## config.mk

```make
export PLATFORM = sky130hd
export DESIGN_NAME = armCore
export DESIGN_NICKNAME = d
export VERILOG_FILES = /design/src/logic/armPkg.sv /design/src/logic/regFile.sv /design/src/logic/alu.sv /design/src/logic/hazardUnit.sv /design/src/logic/controller.sv /design/src/logic/datapath.sv /design/src/logic/armCore.sv
export VERILOG_INCLUDE_DIRS = /design/src /design/src/include
export SDC_FILE = /design/constraint.sdc
export NUM_CORES = 2
export LEC_CHECK = 0
export BUFFER_PORTS_ARGS = -buffer_cell sky130_fd_sc_hd__buf_2
export CAP_MARGIN = 20
export CORE_UTILIZATION = 35
export DETAILED_ROUTE_END_ITERATION = 8
export GPL_TIMING_DRIVEN = 0
export PLACE_DENSITY = 0.59
export REMOVE_ABC_BUFFERS = 1
export SYNTH_ARGS = -nofsm -noshare
export SYNTH_HDL_FRONTEND = slang
export SYNTH_SLANG_ARGS = --single-unit
```

## constraint.sdc

```tcl
create_clock -name clk -period 4.85 [get_ports clk]
set_clock_uncertainty 0.2 [all_clocks]
set_input_delay 0.97 -clock clk [delete_from_list [all_inputs] [get_ports clk]]
set_output_delay 0.97 -clock clk [all_outputs]
set_load 0.02 [all_outputs]
```

## src/include/armDefs.svh

```systemverilog
`ifndef ARM_DEFS_SVH
`define ARM_DEFS_SVH

// Instruction class in bits 27:26
`define OP_TYPE_DP     2'b00
`define OP_TYPE_MEM    2'b01
`define OP_TYPE_BR     2'b10

// Condition field
`define COND_EQ        4'b0000
`define COND_NE        4'b0001
`define COND_AL        4'b1110

// Data-processing opcodes
`define OPC_AND        4'b0000
`define OPC_SUB        4'b0010
`define OPC_ADD        4'b0100
`define OPC_ORR        4'b1100

// Operand bypass selects
`define FWD_REGFILE    2'b00
`define FWD_RESULTW    2'b01
`define FWD_ALUOUTM    2'b10

`endif

```

## src/logic/armPkg.sv

```systemverilog
`include "armDefs.svh"

package armPkg;

  typedef logic [3:0] regAddrT;

  typedef struct packed {
    logic n;
    logic z;
    logic c;
    logic v;
  } flagsT;

  typedef enum logic [1:0] {
    aluAdd,
    aluSub,
    aluAnd,
    aluOrr
  } aluOp;

  typedef enum logic [1:0] {
    fwdRegFile = `FWD_REGFILE,
    fwdResultW = `FWD_RESULTW,
    fwdAluOutM = `FWD_ALUOUTM
  } fwdSel;

  // ========================================
  // Instruction word views
  // ========================================

  // Second operand, immediate form or register form
  typedef struct packed {
    logic [3:0] rotate;
    logic [7:0] imm8;
  } dpImmT;

  typedef struct packed {
    logic [7:0] shift;
    regAddrT    rm;
  } dpRegT;

  typedef union packed {
    dpImmT immOp;
    dpRegT regOp;
  } operand2T;

  typedef struct packed {
    logic [3:0] cond;
    logic [1:0] opType;
    logic       immBit;
    logic [3:0] opcode;
    logic       setFlags;
    regAddrT    rn;
    regAddrT    rd;
    operand2T   operand2;
  } dataProcT;

  typedef struct packed {
    logic [3:0]  cond;
    logic [1:0]  opType;
    logic        immBit;
    logic        preIndex;
    logic        upBit;
    logic        byteBit;
    logic        writeBack;
    logic        loadBit;
    regAddrT     rn;
    regAddrT     rd;
    logic [11:0] offset12;
  } memAccessT;

  typedef struct packed {
    logic [3:0]  cond;
    logic [1:0]  opType;
    logic [1:0]  funct;
    logic [23:0] offset24;
  } branchT;

  typedef union packed {
    dataProcT  dataProc;
    memAccessT mem;
    branchT    branch;
  } instrWord;

endpackage

```

## src/logic/regFile.sv

```systemverilog
`timescale 1ns/1ps

module regFile #(
  parameter int DataWidth = 32
) (
  input  logic                 clk,
  input  logic                 writeEnable,
  input  armPkg::regAddrT      ra1,
  input  armPkg::regAddrT      ra2,
  input  armPkg::regAddrT      wa3,
  input  logic [DataWidth-1:0] wd3,
  input  logic [DataWidth-1:0] r15,
  output logic [DataWidth-1:0] rd1,
  output logic [DataWidth-1:0] rd2
);

  // R0 to R14, R15 is the PC and never stored here
  logic [DataWidth-1:0] regs [0:14];

  // Falling edge write, so decode sees a writeback from the same cycle
  always_ff @(negedge clk) begin
    if (writeEnable && (wa3 != 4'hf)) begin
      regs[wa3] <= wd3;
    end
  end

  always_comb begin
    rd1 = (ra1 == 4'hf) ? r15 : regs[ra1];
    rd2 = (ra2 == 4'hf) ? r15 : regs[ra2];
  end

endmodule

```

## src/logic/alu.sv

```systemverilog
`timescale 1ns/1ps

module alu #(
  parameter int DataWidth = 32
) (
  input  logic [DataWidth-1:0] a,
  input  logic [DataWidth-1:0] b,
  input  armPkg::aluOp         control,
  output logic [DataWidth-1:0] result,
  output armPkg::flagsT        flags
);

  import armPkg::*;

  logic [DataWidth-1:0] bOperand;
  logic [DataWidth:0]   sum;
  logic                 isArith;

  always_comb begin
    // Subtract as a plus not b plus one
    bOperand = (control == aluSub) ? ~b : b;
    sum      = {1'b0, a} + {1'b0, bOperand} + (DataWidth+1)'(control == aluSub);
    isArith  = (control == aluAdd) || (control == aluSub);

    case (control)
      aluAnd:  result = a & b;
      aluOrr:  result = a | b;
      default: result = sum[DataWidth-1:0];
    endcase

    flags.n = result[DataWidth-1];
    flags.z = (result == '0);
    // C and V only meaningful for add and subtract
    flags.c = isArith & sum[DataWidth];
    flags.v = isArith & ~(a[DataWidth-1] ^ bOperand[DataWidth-1])
                      & (a[DataWidth-1] ^ sum[DataWidth-1]);
  end

endmodule

```

## src/logic/hazardUnit.sv

```systemverilog
`timescale 1ns/1ps

module hazardUnit (
  input  logic          clk,
  input  logic          reset,
  input  logic          match1EM,
  input  logic          match1EW,
  input  logic          match2EM,
  input  logic          match2EW,
  input  logic          match12DE,
  input  logic          regWriteM,
  input  logic          regWriteW,
  input  logic          memToRegE,
  input  logic          branchTaken,
  output armPkg::fwdSel forwardA,
  output armPkg::fwdSel forwardB,
  output logic          stallF,
  output logic          stallD,
  output logic          flushD,
  output logic          flushE
);

  import armPkg::*;

  logic loadStall;

  // Memory stage result is newer, so it wins over writeback
  always_comb begin
    if (match1EM && regWriteM)      forwardA = fwdAluOutM;
    else if (match1EW && regWriteW) forwardA = fwdResultW;
    else                            forwardA = fwdRegFile;

    if (match2EM && regWriteM)      forwardB = fwdAluOutM;
    else if (match2EW && regWriteW) forwardB = fwdResultW;
    else                            forwardB = fwdRegFile;
  end

  // Load in execute with its result needed in decode
  assign loadStall = match12DE & memToRegE;

  assign stallF = loadStall;
  assign stallD = loadStall;
  assign flushD = branchTaken;
  assign flushE = loadStall | branchTaken;

  // A load-use stall inserts one bubble and then releases
  assert property (@(posedge clk) disable iff (reset) stallD |=> !stallD);

endmodule

```

## src/logic/controller.sv

```systemverilog
`timescale 1ns/1ps
`include "armDefs.svh"

module controller (
  input  logic             clk,
  input  logic             reset,
  input  armPkg::instrWord instrD,
  input  armPkg::flagsT    flagsE,
  input  logic             stallD,
  input  logic             flushD,
  input  logic             flushE,
  output logic [1:0]       regSrc,
  output logic [1:0]       immSelect,
  output armPkg::aluOp     aluControl,
  output logic             aluSrc,
  output logic             branchTaken,
  output logic             memWrite,
  output logic             memToReg,
  output logic             regWrite,
  output logic             regWriteM,
  output logic             memToRegE
);

  import armPkg::*;

  logic       validD;
  logic       regWriteD, memWriteD, memToRegD, branchD, flagWriteD, aluSrcD;
  aluOp       aluControlD;
  logic       regWriteE, memWriteE, branchE, flagWriteE;
  logic [3:0] condE;
  logic       condPass;
  logic       memToRegM;
  flagsT      flagsReg;

  // Decode slot holds a real instruction only after a fetch that was not flushed
  always_ff @(posedge clk) begin
    if (reset || flushD) validD <= 1'b0;
    else if (!stallD)    validD <= 1'b1;
  end

  // ========================================
  // Decode
  // ========================================
  always_comb begin
    regWriteD = 1'b0;
    memWriteD = 1'b0;
    memToRegD = 1'b0;
    branchD = 1'b0;
    flagWriteD = 1'b0;
    aluSrcD = 1'b1;
    aluControlD = aluAdd;
    regSrc = 2'b00;
    immSelect = 2'b00;
    case (instrD.dataProc.opType)
      `OP_TYPE_DP: begin
        regWriteD = validD;
        flagWriteD = validD & instrD.dataProc.setFlags;
        aluSrcD = instrD.dataProc.immBit;
        case (instrD.dataProc.opcode)
          `OPC_SUB: aluControlD = aluSub;
          `OPC_AND: aluControlD = aluAnd;
          `OPC_ORR: aluControlD = aluOrr;
          default:  aluControlD = aluAdd;
        endcase
      end
      `OP_TYPE_MEM: begin
        regWriteD = validD & instrD.mem.loadBit;
        memToRegD = validD & instrD.mem.loadBit;
        memWriteD = validD & ~instrD.mem.loadBit;
        // Stores read Rd on the second port
        regSrc = {~instrD.mem.loadBit, 1'b0};
        immSelect = 2'b01;
      end
      `OP_TYPE_BR: begin
        branchD = validD;
        regSrc = 2'b01;
        immSelect = 2'b10;
      end
      default: ;
    endcase
  end

  // ========================================
  // Execute
  // ========================================
  always_ff @(posedge clk) begin
    if (reset || flushE) begin
      regWriteE <= 1'b0;
      memWriteE <= 1'b0;
      memToRegE <= 1'b0;
      branchE <= 1'b0;
      flagWriteE <= 1'b0;
    end else begin
      regWriteE <= regWriteD;
      memWriteE <= memWriteD;
      memToRegE <= memToRegD;
      branchE <= branchD;
      flagWriteE <= flagWriteD;
    end
  end

  always_ff @(posedge clk) begin
    aluControl <= aluControlD;
    aluSrc <= aluSrcD;
    condE <= instrD.dataProc.cond;
  end

  always_comb begin
    case (condE)
      `COND_EQ: condPass = flagsReg.z;
      `COND_NE: condPass = ~flagsReg.z;
      `COND_AL: condPass = 1'b1;
      default:  condPass = 1'b0;
    endcase
  end

  assign branchTaken = branchE & condPass;

  always_ff @(posedge clk) begin
    if (reset) flagsReg <= '0;
    else if (flagWriteE && condPass) flagsReg <= flagsE;
  end

  // Memory and writeback
  always_ff @(posedge clk) begin
    if (reset) begin
      regWriteM <= 1'b0;
      memWrite <= 1'b0;
      memToRegM <= 1'b0;
      regWrite <= 1'b0;
      memToReg <= 1'b0;
    end else begin
      regWriteM <= regWriteE & condPass;
      memWrite <= memWriteE & condPass;
      memToRegM <= memToRegE;
      regWrite <= regWriteM;
      memToReg <= memToRegM;
    end
  end

  // Nothing fetched behind a taken branch reaches execute
  assert property (@(posedge clk) disable iff (reset)
                   branchTaken |=> !(regWriteE || memWriteE || branchE));

endmodule

```

## src/logic/datapath.sv

```systemverilog
`timescale 1ns/1ps

module datapath #(
  parameter int DataWidth = 32
) (
  input  logic                 clk,
  input  logic                 reset,
  input  logic [1:0]           regSrc,
  input  logic [1:0]           immSelect,
  input  armPkg::aluOp         aluControl,
  input  logic                 aluSrc,
  input  logic                 branchTaken,
  input  logic                 memToReg,
  input  logic                 regWrite,
  input  logic                 stallF,
  input  logic                 stallD,
  input  logic                 flushD,
  input  armPkg::fwdSel        forwardA,
  input  armPkg::fwdSel        forwardB,
  output armPkg::instrWord     instrD,
  output armPkg::flagsT        flagsE,
  output logic                 match1EM,
  output logic                 match1EW,
  output logic                 match2EM,
  output logic                 match2EW,
  output logic                 match12DE,
  output logic [DataWidth-1:0] pc,
  input  logic [31:0]          instr,
  output logic [DataWidth-1:0] dataAddr,
  output logic [DataWidth-1:0] writeData,
  input  logic [DataWidth-1:0] readData
);

  import armPkg::*;

  logic [DataWidth-1:0] pcPlus4, pcNext;
  logic [DataWidth-1:0] rd1D, rd2D, extImmD, memOffsetD;
  regAddrT              ra1D, ra2D;
  logic [DataWidth-1:0] rd1E, rd2E, extImmE, srcA, srcB, writeDataE, aluResultE;
  regAddrT              ra1E, ra2E, wa3E;
  logic [DataWidth-1:0] aluOutM, writeDataM;
  regAddrT              wa3M;
  logic [DataWidth-1:0] aluOutW, readDataW, resultW;
  regAddrT              wa3W;

  // ========================================
  // Fetch
  // ========================================
  assign pcPlus4 = pc + DataWidth'(4);
  assign pcNext = branchTaken ? aluResultE : pcPlus4;

  always_ff @(posedge clk) begin
    if (reset)        pc <= '0;
    else if (!stallF) pc <= pcNext;
  end

  // ========================================
  // Decode
  // ========================================
  always_ff @(posedge clk) begin
    if (reset || flushD) instrD <= '0;
    else if (!stallD)    instrD <= instr;
  end

  // Branches read R15 as the base, stores read Rd as the data
  assign ra1D = regSrc[0] ? 4'hf : instrD.dataProc.rn;
  assign ra2D = regSrc[1] ? instrD.mem.rd : instrD.dataProc.operand2.regOp.rm;

  // Fetch PC plus 4 is the decode PC plus 8
  regFile #(.DataWidth(DataWidth)) u_regFile (
    .clk         (clk),
    .writeEnable (regWrite),
    .ra1         (ra1D),
    .ra2         (ra2D),
    .wa3         (wa3W),
    .wd3         (resultW),
    .r15         (pcPlus4),
    .rd1         (rd1D),
    .rd2         (rd2D)
  );

  assign memOffsetD = DataWidth'(instrD.mem.offset12);

  always_comb begin
    case (immSelect)
      2'b01:   extImmD = instrD.mem.upBit ? memOffsetD : ('0 - memOffsetD);
      // Word offset, sign extended
      2'b10:   extImmD = DataWidth'($signed({instrD.branch.offset24, 2'b00}));
      default: extImmD = DataWidth'(instrD.dataProc.operand2.immOp.imm8);
    endcase
  end

  // ========================================
  // Execute
  // ========================================
  always_ff @(posedge clk) begin
    rd1E <= rd1D;
    rd2E <= rd2D;
    extImmE <= extImmD;
    ra1E <= ra1D;
    ra2E <= ra2D;
    wa3E <= instrD.dataProc.rd;
  end

  always_comb begin
    case (forwardA)
      fwdResultW: srcA = resultW;
      fwdAluOutM: srcA = aluOutM;
      default:    srcA = rd1E;
    endcase
    case (forwardB)
      fwdResultW: writeDataE = resultW;
      fwdAluOutM: writeDataE = aluOutM;
      default:    writeDataE = rd2E;
    endcase
  end

  assign srcB = aluSrc ? extImmE : writeDataE;

  alu #(.DataWidth(DataWidth)) u_alu (
    .a       (srcA),
    .b       (srcB),
    .control (aluControl),
    .result  (aluResultE),
    .flags   (flagsE)
  );

  // ========================================
  // Memory and writeback
  // ========================================
  always_ff @(posedge clk) begin
    aluOutM <= aluResultE;
    writeDataM <= writeDataE;
    wa3M <= wa3E;
    aluOutW <= aluOutM;
    readDataW <= readData;
    wa3W <= wa3M;
  end

  assign dataAddr = aluOutM;
  assign writeData = writeDataM;
  assign resultW = memToReg ? readDataW : aluOutW;

  // Hazard comparisons
  assign match1EM = (wa3M == ra1E);
  assign match1EW = (wa3W == ra1E);
  assign match2EM = (wa3M == ra2E);
  assign match2EW = (wa3W == ra2E);
  assign match12DE = (wa3E == ra1D) | (wa3E == ra2D);

  // Branch targets keep word alignment
  assert property (@(posedge clk) disable iff (reset) pc[1:0] == 2'b00);

endmodule

```

## src/logic/armCore.sv

```systemverilog
`timescale 1ns/1ps

module armCore #(
  parameter int DataWidth = 32
) (
  input  logic                 clk,
  input  logic                 reset,
  output logic [DataWidth-1:0] pc,
  input  logic [31:0]          instr,
  output logic                 memWrite,
  output logic [DataWidth-1:0] dataAddr,
  output logic [DataWidth-1:0] writeData,
  input  logic [DataWidth-1:0] readData
);

  import armPkg::*;

  instrWord   instrD;
  flagsT      flagsE;
  logic [1:0] regSrc, immSelect;
  aluOp       aluControl;
  logic       aluSrc, branchTaken, memToReg, regWrite, regWriteM, memToRegE;
  logic       match1EM, match1EW, match2EM, match2EW, match12DE;
  fwdSel      forwardA, forwardB;
  logic       stallF, stallD, flushD, flushE;

  datapath #(.DataWidth(DataWidth)) u_datapath (
    .clk         (clk),
    .reset       (reset),
    .regSrc      (regSrc),
    .immSelect   (immSelect),
    .aluControl  (aluControl),
    .aluSrc      (aluSrc),
    .branchTaken (branchTaken),
    .memToReg    (memToReg),
    .regWrite    (regWrite),
    .stallF      (stallF),
    .stallD      (stallD),
    .flushD      (flushD),
    .forwardA    (forwardA),
    .forwardB    (forwardB),
    .instrD      (instrD),
    .flagsE      (flagsE),
    .match1EM    (match1EM),
    .match1EW    (match1EW),
    .match2EM    (match2EM),
    .match2EW    (match2EW),
    .match12DE   (match12DE),
    .pc          (pc),
    .instr       (instr),
    .dataAddr    (dataAddr),
    .writeData   (writeData),
    .readData    (readData)
  );

  controller u_controller (
    .clk         (clk),
    .reset       (reset),
    .instrD      (instrD),
    .flagsE      (flagsE),
    .stallD      (stallD),
    .flushD      (flushD),
    .flushE      (flushE),
    .regSrc      (regSrc),
    .immSelect   (immSelect),
    .aluControl  (aluControl),
    .aluSrc      (aluSrc),
    .branchTaken (branchTaken),
    .memWrite    (memWrite),
    .memToReg    (memToReg),
    .regWrite    (regWrite),
    .regWriteM   (regWriteM),
    .memToRegE   (memToRegE)
  );

  hazardUnit u_hazardUnit (
    .clk         (clk),
    .reset       (reset),
    .match1EM    (match1EM),
    .match1EW    (match1EW),
    .match2EM    (match2EM),
    .match2EW    (match2EW),
    .match12DE   (match12DE),
    .regWriteM   (regWriteM),
    .regWriteW   (regWrite),
    .memToRegE   (memToRegE),
    .branchTaken (branchTaken),
    .forwardA    (forwardA),
    .forwardB    (forwardB),
    .stallF      (stallF),
    .stallD      (stallD),
    .flushD      (flushD),
    .flushE      (flushE)
  );

endmodule

```

# ---- Word level (Yosys, flattened, before mapping)
# Memory sizes are Yosys's and may differ from the RTL's.
# Index checks and enable logic that the tools add are counted.
dict set report word_totals {
  wordCells 113
  in_bits 66
  n_memories 1
  output_inout_bits 97
  mem_bits_ro 0
  mem_bits_rw 480
  latch_bits 0
  ff_bits 327
}
dict set report classes {
  div 0
  addsub 4
  mux 24
  reduce_logical 15
  shifts 0
  bitwise 16
  multipliers 0
  n_eq_ne 24
  order_cmp 0
}
# name depth word_bits rd rd_ports_with_merged_regs wr line
set memory_table {}
lappend memory_table {u_datapath.u_regFile.regs 15 32 2 0 1 regFile.sv:18} ;# logic [DataWidth-1:0] regs [0:14];
# op n
set op_table {}
lappend op_table {{one-hot mux 32 bit (2 select lines)} 4}
lappend op_table {{two-way mux 32 bit} 7}
lappend op_table {{adder 32 x 1 -> 32 bit} 1}
lappend op_table {{adder 32 x 3 -> 32 bit (second input constant)} 1}
lappend op_table {{adder 32 bit} 1}
lappend op_table {{bitwise AND 32 bit} 1}
lappend op_table {{zero test 32 bit} 1}
lappend op_table {{inverter 32 bit} 1}
lappend op_table {{bitwise OR 32 bit} 1}
lappend op_table {{== test 4 bit} 6}
lappend op_table {{== test 4 bit (second input constant)} 4}
lappend op_table {{subtractor 1 x 12 -> 13 bit (first input constant)} 1}
lappend op_table {{== test 2 bit (second input constant)} 6}
lappend op_table {{== test 2 x 1 -> 1 bit (second input constant)} 5}
lappend op_table {{zero test 4 bit} 2}
lappend op_table {{two-way mux 4 bit} 2}
lappend op_table {{one-hot mux 2 bit (2 select lines)} 2}
lappend op_table {{bitwise AND 1 bit} 6}
lappend op_table {{logical AND 1 bit} 6}
lappend op_table {{one-hot mux 2 bit (3 select lines)} 1}
lappend op_table {{OR reduction 2 bit} 3}
lappend op_table {{inverter 1 bit} 5}
lappend op_table {{== test 4 x 1 -> 1 bit (second input constant)} 1}
lappend op_table {{== test 4 x 2 -> 1 bit (second input constant)} 1}
lappend op_table {{8 further kinds} 14}

# ---- Depth between registers and ports, before layout
dict set report depth {
  ltp_word 13
  mapped_depth 24
  depth_no_buf 21
}

# ---- Modules after synthesis
# Synthesis repeated with hierarchy kept, for this count alone.
dict set report hier_totals {
  hier_cells 3017
  area_unflattened_um2 37922.6
}
# mod instances cells_per_inst seq_area_each_um2 area_each_um2
set by_module_without_submodules {}
lappend by_module_without_submodules {regFile 1 1448 14413.8 23252.3}
lappend by_module_without_submodules {datapath 1 1093 6045.8 11078.1}
lappend by_module_without_submodules {alu 1 405 0.0 2830.2}
lappend by_module_without_submodules {controller 1 61 380.4 704.4}
lappend by_module_without_submodules {hazardUnit 1 10 0.0 57.6}

==> key figures <==
Worst setup path
  – Logic depth of the worst path, buffers included: 21
  – Series of cell instances along the critical path: buf_12, xnor2_4, and3_4, buf_4, a21oi_1, o31ai_2, o21a_1, xor2_1, ha_1, and3_1, nand2_1, or3_4, o2111ai_4, a31oi_4, xnor2_1, mux2_4, nor2_4, nor4bb_4, and4_4, nand4_1, o21ai_1
  – Endpoint of the worst setup timing path: u_controller.flagsReg[2]$_SDFFE_PP0P_
  – WS Path Type: reg -> reg
  – Peak per-stage delay on the critical path: around 450 ps
  – Arrival time at the worst endpoint: a little under 6000 ps
  – CP max-delay cell: sky130_fd_sc_hd__ha_1
  – Critical path startpoint: u_datapath.ra2E[0]$_DFF_P_
  – CP required: about 5300 ps
  – Crit start category: register
  – Reg2reg setup slack: -660 ps
  – Peak fanout along the critical path: 7
  – Kind of cell adding the most delay to the critical path: simple AND/OR/NAND/NOR gates
  – Length in cells of the worst reg-to-reg path: 21
  – Crit path buf inv count: 2
  – Endpoint type of the worst setup path: register
  – Launching point of the worst reg2reg path: u_datapath.ra2E[0]$_DFF_P_
  – End of the worst register-to-register path: u_controller.flagsReg[2]$_SDFFE_PP0P_

Clock tree
  – Insertion delay to the later sink of the worst-skew pair: about 690 ps
  – Clk sinks: between 800 and 900
  – Clock-pin slew on the worst setup and hold paths: about 60 ps
  – Clock H-tree levels: 3
  – Number of buffers inserted during clock tree synthesis: 89
  – Number of buffers between clock root and the deepest sink: 3
  – CTS tree: built
  – Clock root buffer: sky130_fd_sc_hd__clkbuf_16

Synth
  – Yosys synthesis warning count: 0
  – Portion of the post-synthesis area used by sequential elements: a little under three fifths
  – Most common cell in the synthesized netlist: sky130_fd_sc_hd__nand2_1
  – Mean Syn Cell Area: between 10 and 15 um2
  – Unique masters post-synth: 93
  – Post-Syn Area: about 38000 um2
  – Register bit total from synthesis: about 800
  – Post-synth top cells: sky130_fd_sc_hd__nand2_1 (756), sky130_fd_sc_hd__edfxtp_1 (480), sky130_fd_sc_hd__dfxtp_1 (321)
  – Post-synthesis async set-or-reset flop share: 0%
  – Main area contributors after synthesis: sky130_fd_sc_hd__edfxtp_1 (38%), sky130_fd_sc_hd__dfxtp_1 (17%), sky130_fd_sc_hd__nand2_1 (7.5%), sky130_fd_sc_hd__a21oi_1 (3.1%), sky130_fd_sc_hd__mux2i_1 (2.8%)
  – Top_reg_cell synth: sky130_fd_sc_hd__edfxtp_1
  – Post-synth EDFFs: 480
  – Synth top area share: between 30% and 40%
  – Synth Instances: between 3k and 4k
  – Dominant cell type by area after synthesis: sky130_fd_sc_hd__edfxtp_1

Global route
  – Pin count of the biggest net entering global routing: around 100
  – Global-route wire length before repair: between 200000 and 250000 um
  – Total congestion overflow: 0
  – Via count of the first global-routing pass: approximately 32k
  – Number of antenna violations at the first check in global routing: 10
  – GRT Resource Usage Total: 26.9%

Worst hold path
  – Worst Hold Class: reg -> reg

Timing
  – Hold Fails Final Rpt: 0
  – Count of pins over their slew limit: 0
  – FMAX: 0.182 GHz
  – Worst Max-Slew Pin Slew: roughly 1200 ps
  – Worst slew margin relative to its limit: between 20 and 25%
  – Setup TNS: -2780 ps
  – Hold WS: roughly 150 ps
  – RSZ-0062 raised after global routing: yes
  – Final period demand of the worst path: about 5500 ps
  – PnR worst setup slack: -658 ps
  – Share of the cycle needed by the critical path after routing: 114%
  – Final number of setup-violating endpoints: 14

Place
  – HPWL after detailed placement: about 100000 um
  – Worst setup timing slack at the placement stage: -2490 ps
  – Number of buffer cells added on primary ports: 162
  – Total instance count after detailed placement: ~5.0k
  – Post-place instance area: around 42000 um2
  – Gp weighted congestion: just under 1

Floorplan
  – Number of primary I/O pins: roughly 160
  – Area of the core region: 107000 um2
  – Initial Util: between 30% and 40%
  – Standard-cell row count: 120
  – Die Wd: about 330 um
  – Die boundary height: approximately 330 um
  – Die ar.: 110000 um2

Route
  – 1st-pass router iterations: 6
  – Post-DR vias/cell: 5.90
  – Total wirelength of the detailed-routed design: ~150000 um
  – Count of routing violations after the opening detailed-route iteration: around 4.8k
  – Vias: 34.1k
  – Routed length per placed instance: roughly 26 um
  – DRC violation count after routing: 0
  – Number of nets with antenna violations after routing: 0

Final layout
  – Final-layout fill cell count: between 9k and 10k
  – Finished Cell Area: slightly below 50000 um2
  – Number of nets at the end of the flow: between 4k and 5k
  – Number of standard cells in the layout, taps in and fillers out: a little under 6k
  – Area growth from synthesis to layout: 27.8%
  – Share of layout cells above drive strength 1: roughly a fifth
  – Final core area utilization: a little under half

Flow run
  – Max-cap check violation count: 0

Power
  – Power per standard cell area: 461 nW/um2
  – Power after layout: 22.3 mW
  – Leak pwr: a little under 20 nW
  – Worst IR drop on VDD: around 0.28 mV

Run status
  – Run status: finished, violations left
  – Failing checks: negative setup slack
==> layout by cell type (no fill, tap or decap), types with 16 or more instances in the layout <==
cell                        netlist  routed
sky130_fd_sc_hd__a211oi_1        29      25
sky130_fd_sc_hd__a21o_1          21      21
sky130_fd_sc_hd__a21oi_1        236     220
sky130_fd_sc_hd__a22oi_1         33      31
sky130_fd_sc_hd__a311oi_1        87      87
sky130_fd_sc_hd__a31oi_1         55      50
sky130_fd_sc_hd__and3_1          69      63
sky130_fd_sc_hd__buf_12           0      44
sky130_fd_sc_hd__buf_16           0      34
sky130_fd_sc_hd__buf_2           23     162
sky130_fd_sc_hd__buf_4            7      81
sky130_fd_sc_hd__buf_6            7      34
sky130_fd_sc_hd__clkbuf_16        0      96
sky130_fd_sc_hd__dfxtp_1        321     303
sky130_fd_sc_hd__edfxtp_1       480     480
sky130_fd_sc_hd__ha_1            36      23
sky130_fd_sc_hd__inv_1           46     524
sky130_fd_sc_hd__mux2_2          65      56
sky130_fd_sc_hd__mux2i_1        107      97
sky130_fd_sc_hd__mux4_2          42      42
sky130_fd_sc_hd__nand2_1        756     744
sky130_fd_sc_hd__nand2b_1        29      28
sky130_fd_sc_hd__nand3_1        135     130
sky130_fd_sc_hd__nor2_1         146     123
sky130_fd_sc_hd__nor2_4           1      20
sky130_fd_sc_hd__nor3_1          54      42
sky130_fd_sc_hd__o211ai_1        28      28
sky130_fd_sc_hd__o21ai_0        123     103
sky130_fd_sc_hd__o21ai_1         28      31
sky130_fd_sc_hd__o221ai_1        56      56
sky130_fd_sc_hd__o22ai_1         23      19
sky130_fd_sc_hd__o31ai_1         20      16
sky130_fd_sc_hd__xnor2_1         46      42
sky130_fd_sc_hd__xor2_1          50      45
==> flip-flops by register name (all words and copies together) (netlist names), 2 cells and up <==
register                   cells
u_datapath.u_regFile.regs    480
u_datapath.writeData          32
u_controller.aluControl        2
u_controller.condE             4
u_datapath.rd1E               32
u_datapath.ra1E                4
u_datapath.instrD             32
u_datapath.wa3M                4
u_datapath.rd2E               32
u_datapath.extImmE            26
u_datapath.pc                 32
u_datapath.wa3E                4
u_datapath.ra2E                4
u_datapath.wa3W                4
u_datapath.dataAddr           32
u_datapath.readDataW          32
u_datapath.aluOutW            32
==> layer usage <==
metal | share of wire, % | vias to the layer above | global-route usage, %
met4 | 5.7 | 6 | 14.3
met5 | 0.054 | - | 0
li1 | - | 14800 | -
met1 | 37 | 16500 | 34.7
met2 | 44 | 2363 | 41.5
met3 | 13 | 458 | 6.84
==> cells by family (layout without fill, tap and decap cells) <==
family / count (synthesis) / count (layout) / share of synthesized area, %
multiplexers: 215 / 215 / 7.30
AND/OR/NAND/NOR: 1299 / 1304 / 15.2
AO/OA/AOI/OAI: 854 / 856 / 15.0
XOR/XNOR: 97 / 97 / 2.26
other: 0 / 1 / 0
flip-flops: 801 / 801 / 55.0
adder cells (fa/ha/maj): 55 / 55 / 1.73
buffers and inverters: 317 / 1056 / 3.42
==> timing repair <==
item	CTS	global route
hold buffers	0	0
setup buffers	69	27
gates resized for setup	164	108
pin swaps	48	44
cloned	6	1
endpoints found under the setup margin	289	72
hold endpoints to repair	0	0
==> layout make-up <==
type / count / area [um2] / area share, %
Antenna cell: 1 / 2.50 / 0.00517
Clock buffer: 118 / 2550 / 5.28
Clock inverter: 527 / 2220 / 4.58
Inverter: 52 / 214 / 0.442
Multi-Input combinational cell: 2527 / 17100 / 35.4
Sequential cell: 801 / 20900 / 43.1
Tap cell: 1403 / 1760 / 3.63
Timing Repair Buffer: 359 / 3680 / 7.60
==> power breakdown <==
group / switching [mW] / leakage [nW] / internal, mW
logic: 3.32 / 8.43 / 1.74
registers: 0.503 / 7.00 / 8.31
clock network: 3.91 / 4.04 / 4.56
==> worst min path at each step <==
| stage | slack [ps] | depth (start not counted) | endpoint | start |
|---|---|---|---|---|
| finish | 150 | 0 | u_controller.condE[2]$_DFF_P_ | u_datapath.instrD[30]$_SDFFE_PP0N_ |
| global route | 160 | 0 | u_controller.condE[2]$_DFF_P_ | u_datapath.instrD[30]$_SDFFE_PP0N_ |
| CTS | 150 | 0 | u_controller.condE[2]$_DFF_P_ | u_datapath.instrD[30]$_SDFFE_PP0N_ |
| detailed placement | 140 | 0 | u_controller.condE[2]$_DFF_P_ | u_datapath.instrD[30]$_SDFFE_PP0N_ |
| global placement | 140 | 0 | u_controller.condE[0]$_DFF_P_ | u_datapath.instrD[28]$_SDFFE_PP0N_ |
| floorplan | 130 | 0 | u_controller.condE[0]$_DFF_P_ | u_datapath.instrD[28]$_SDFFE_PP0N_ |
Power figures use the tool's default switching activity.
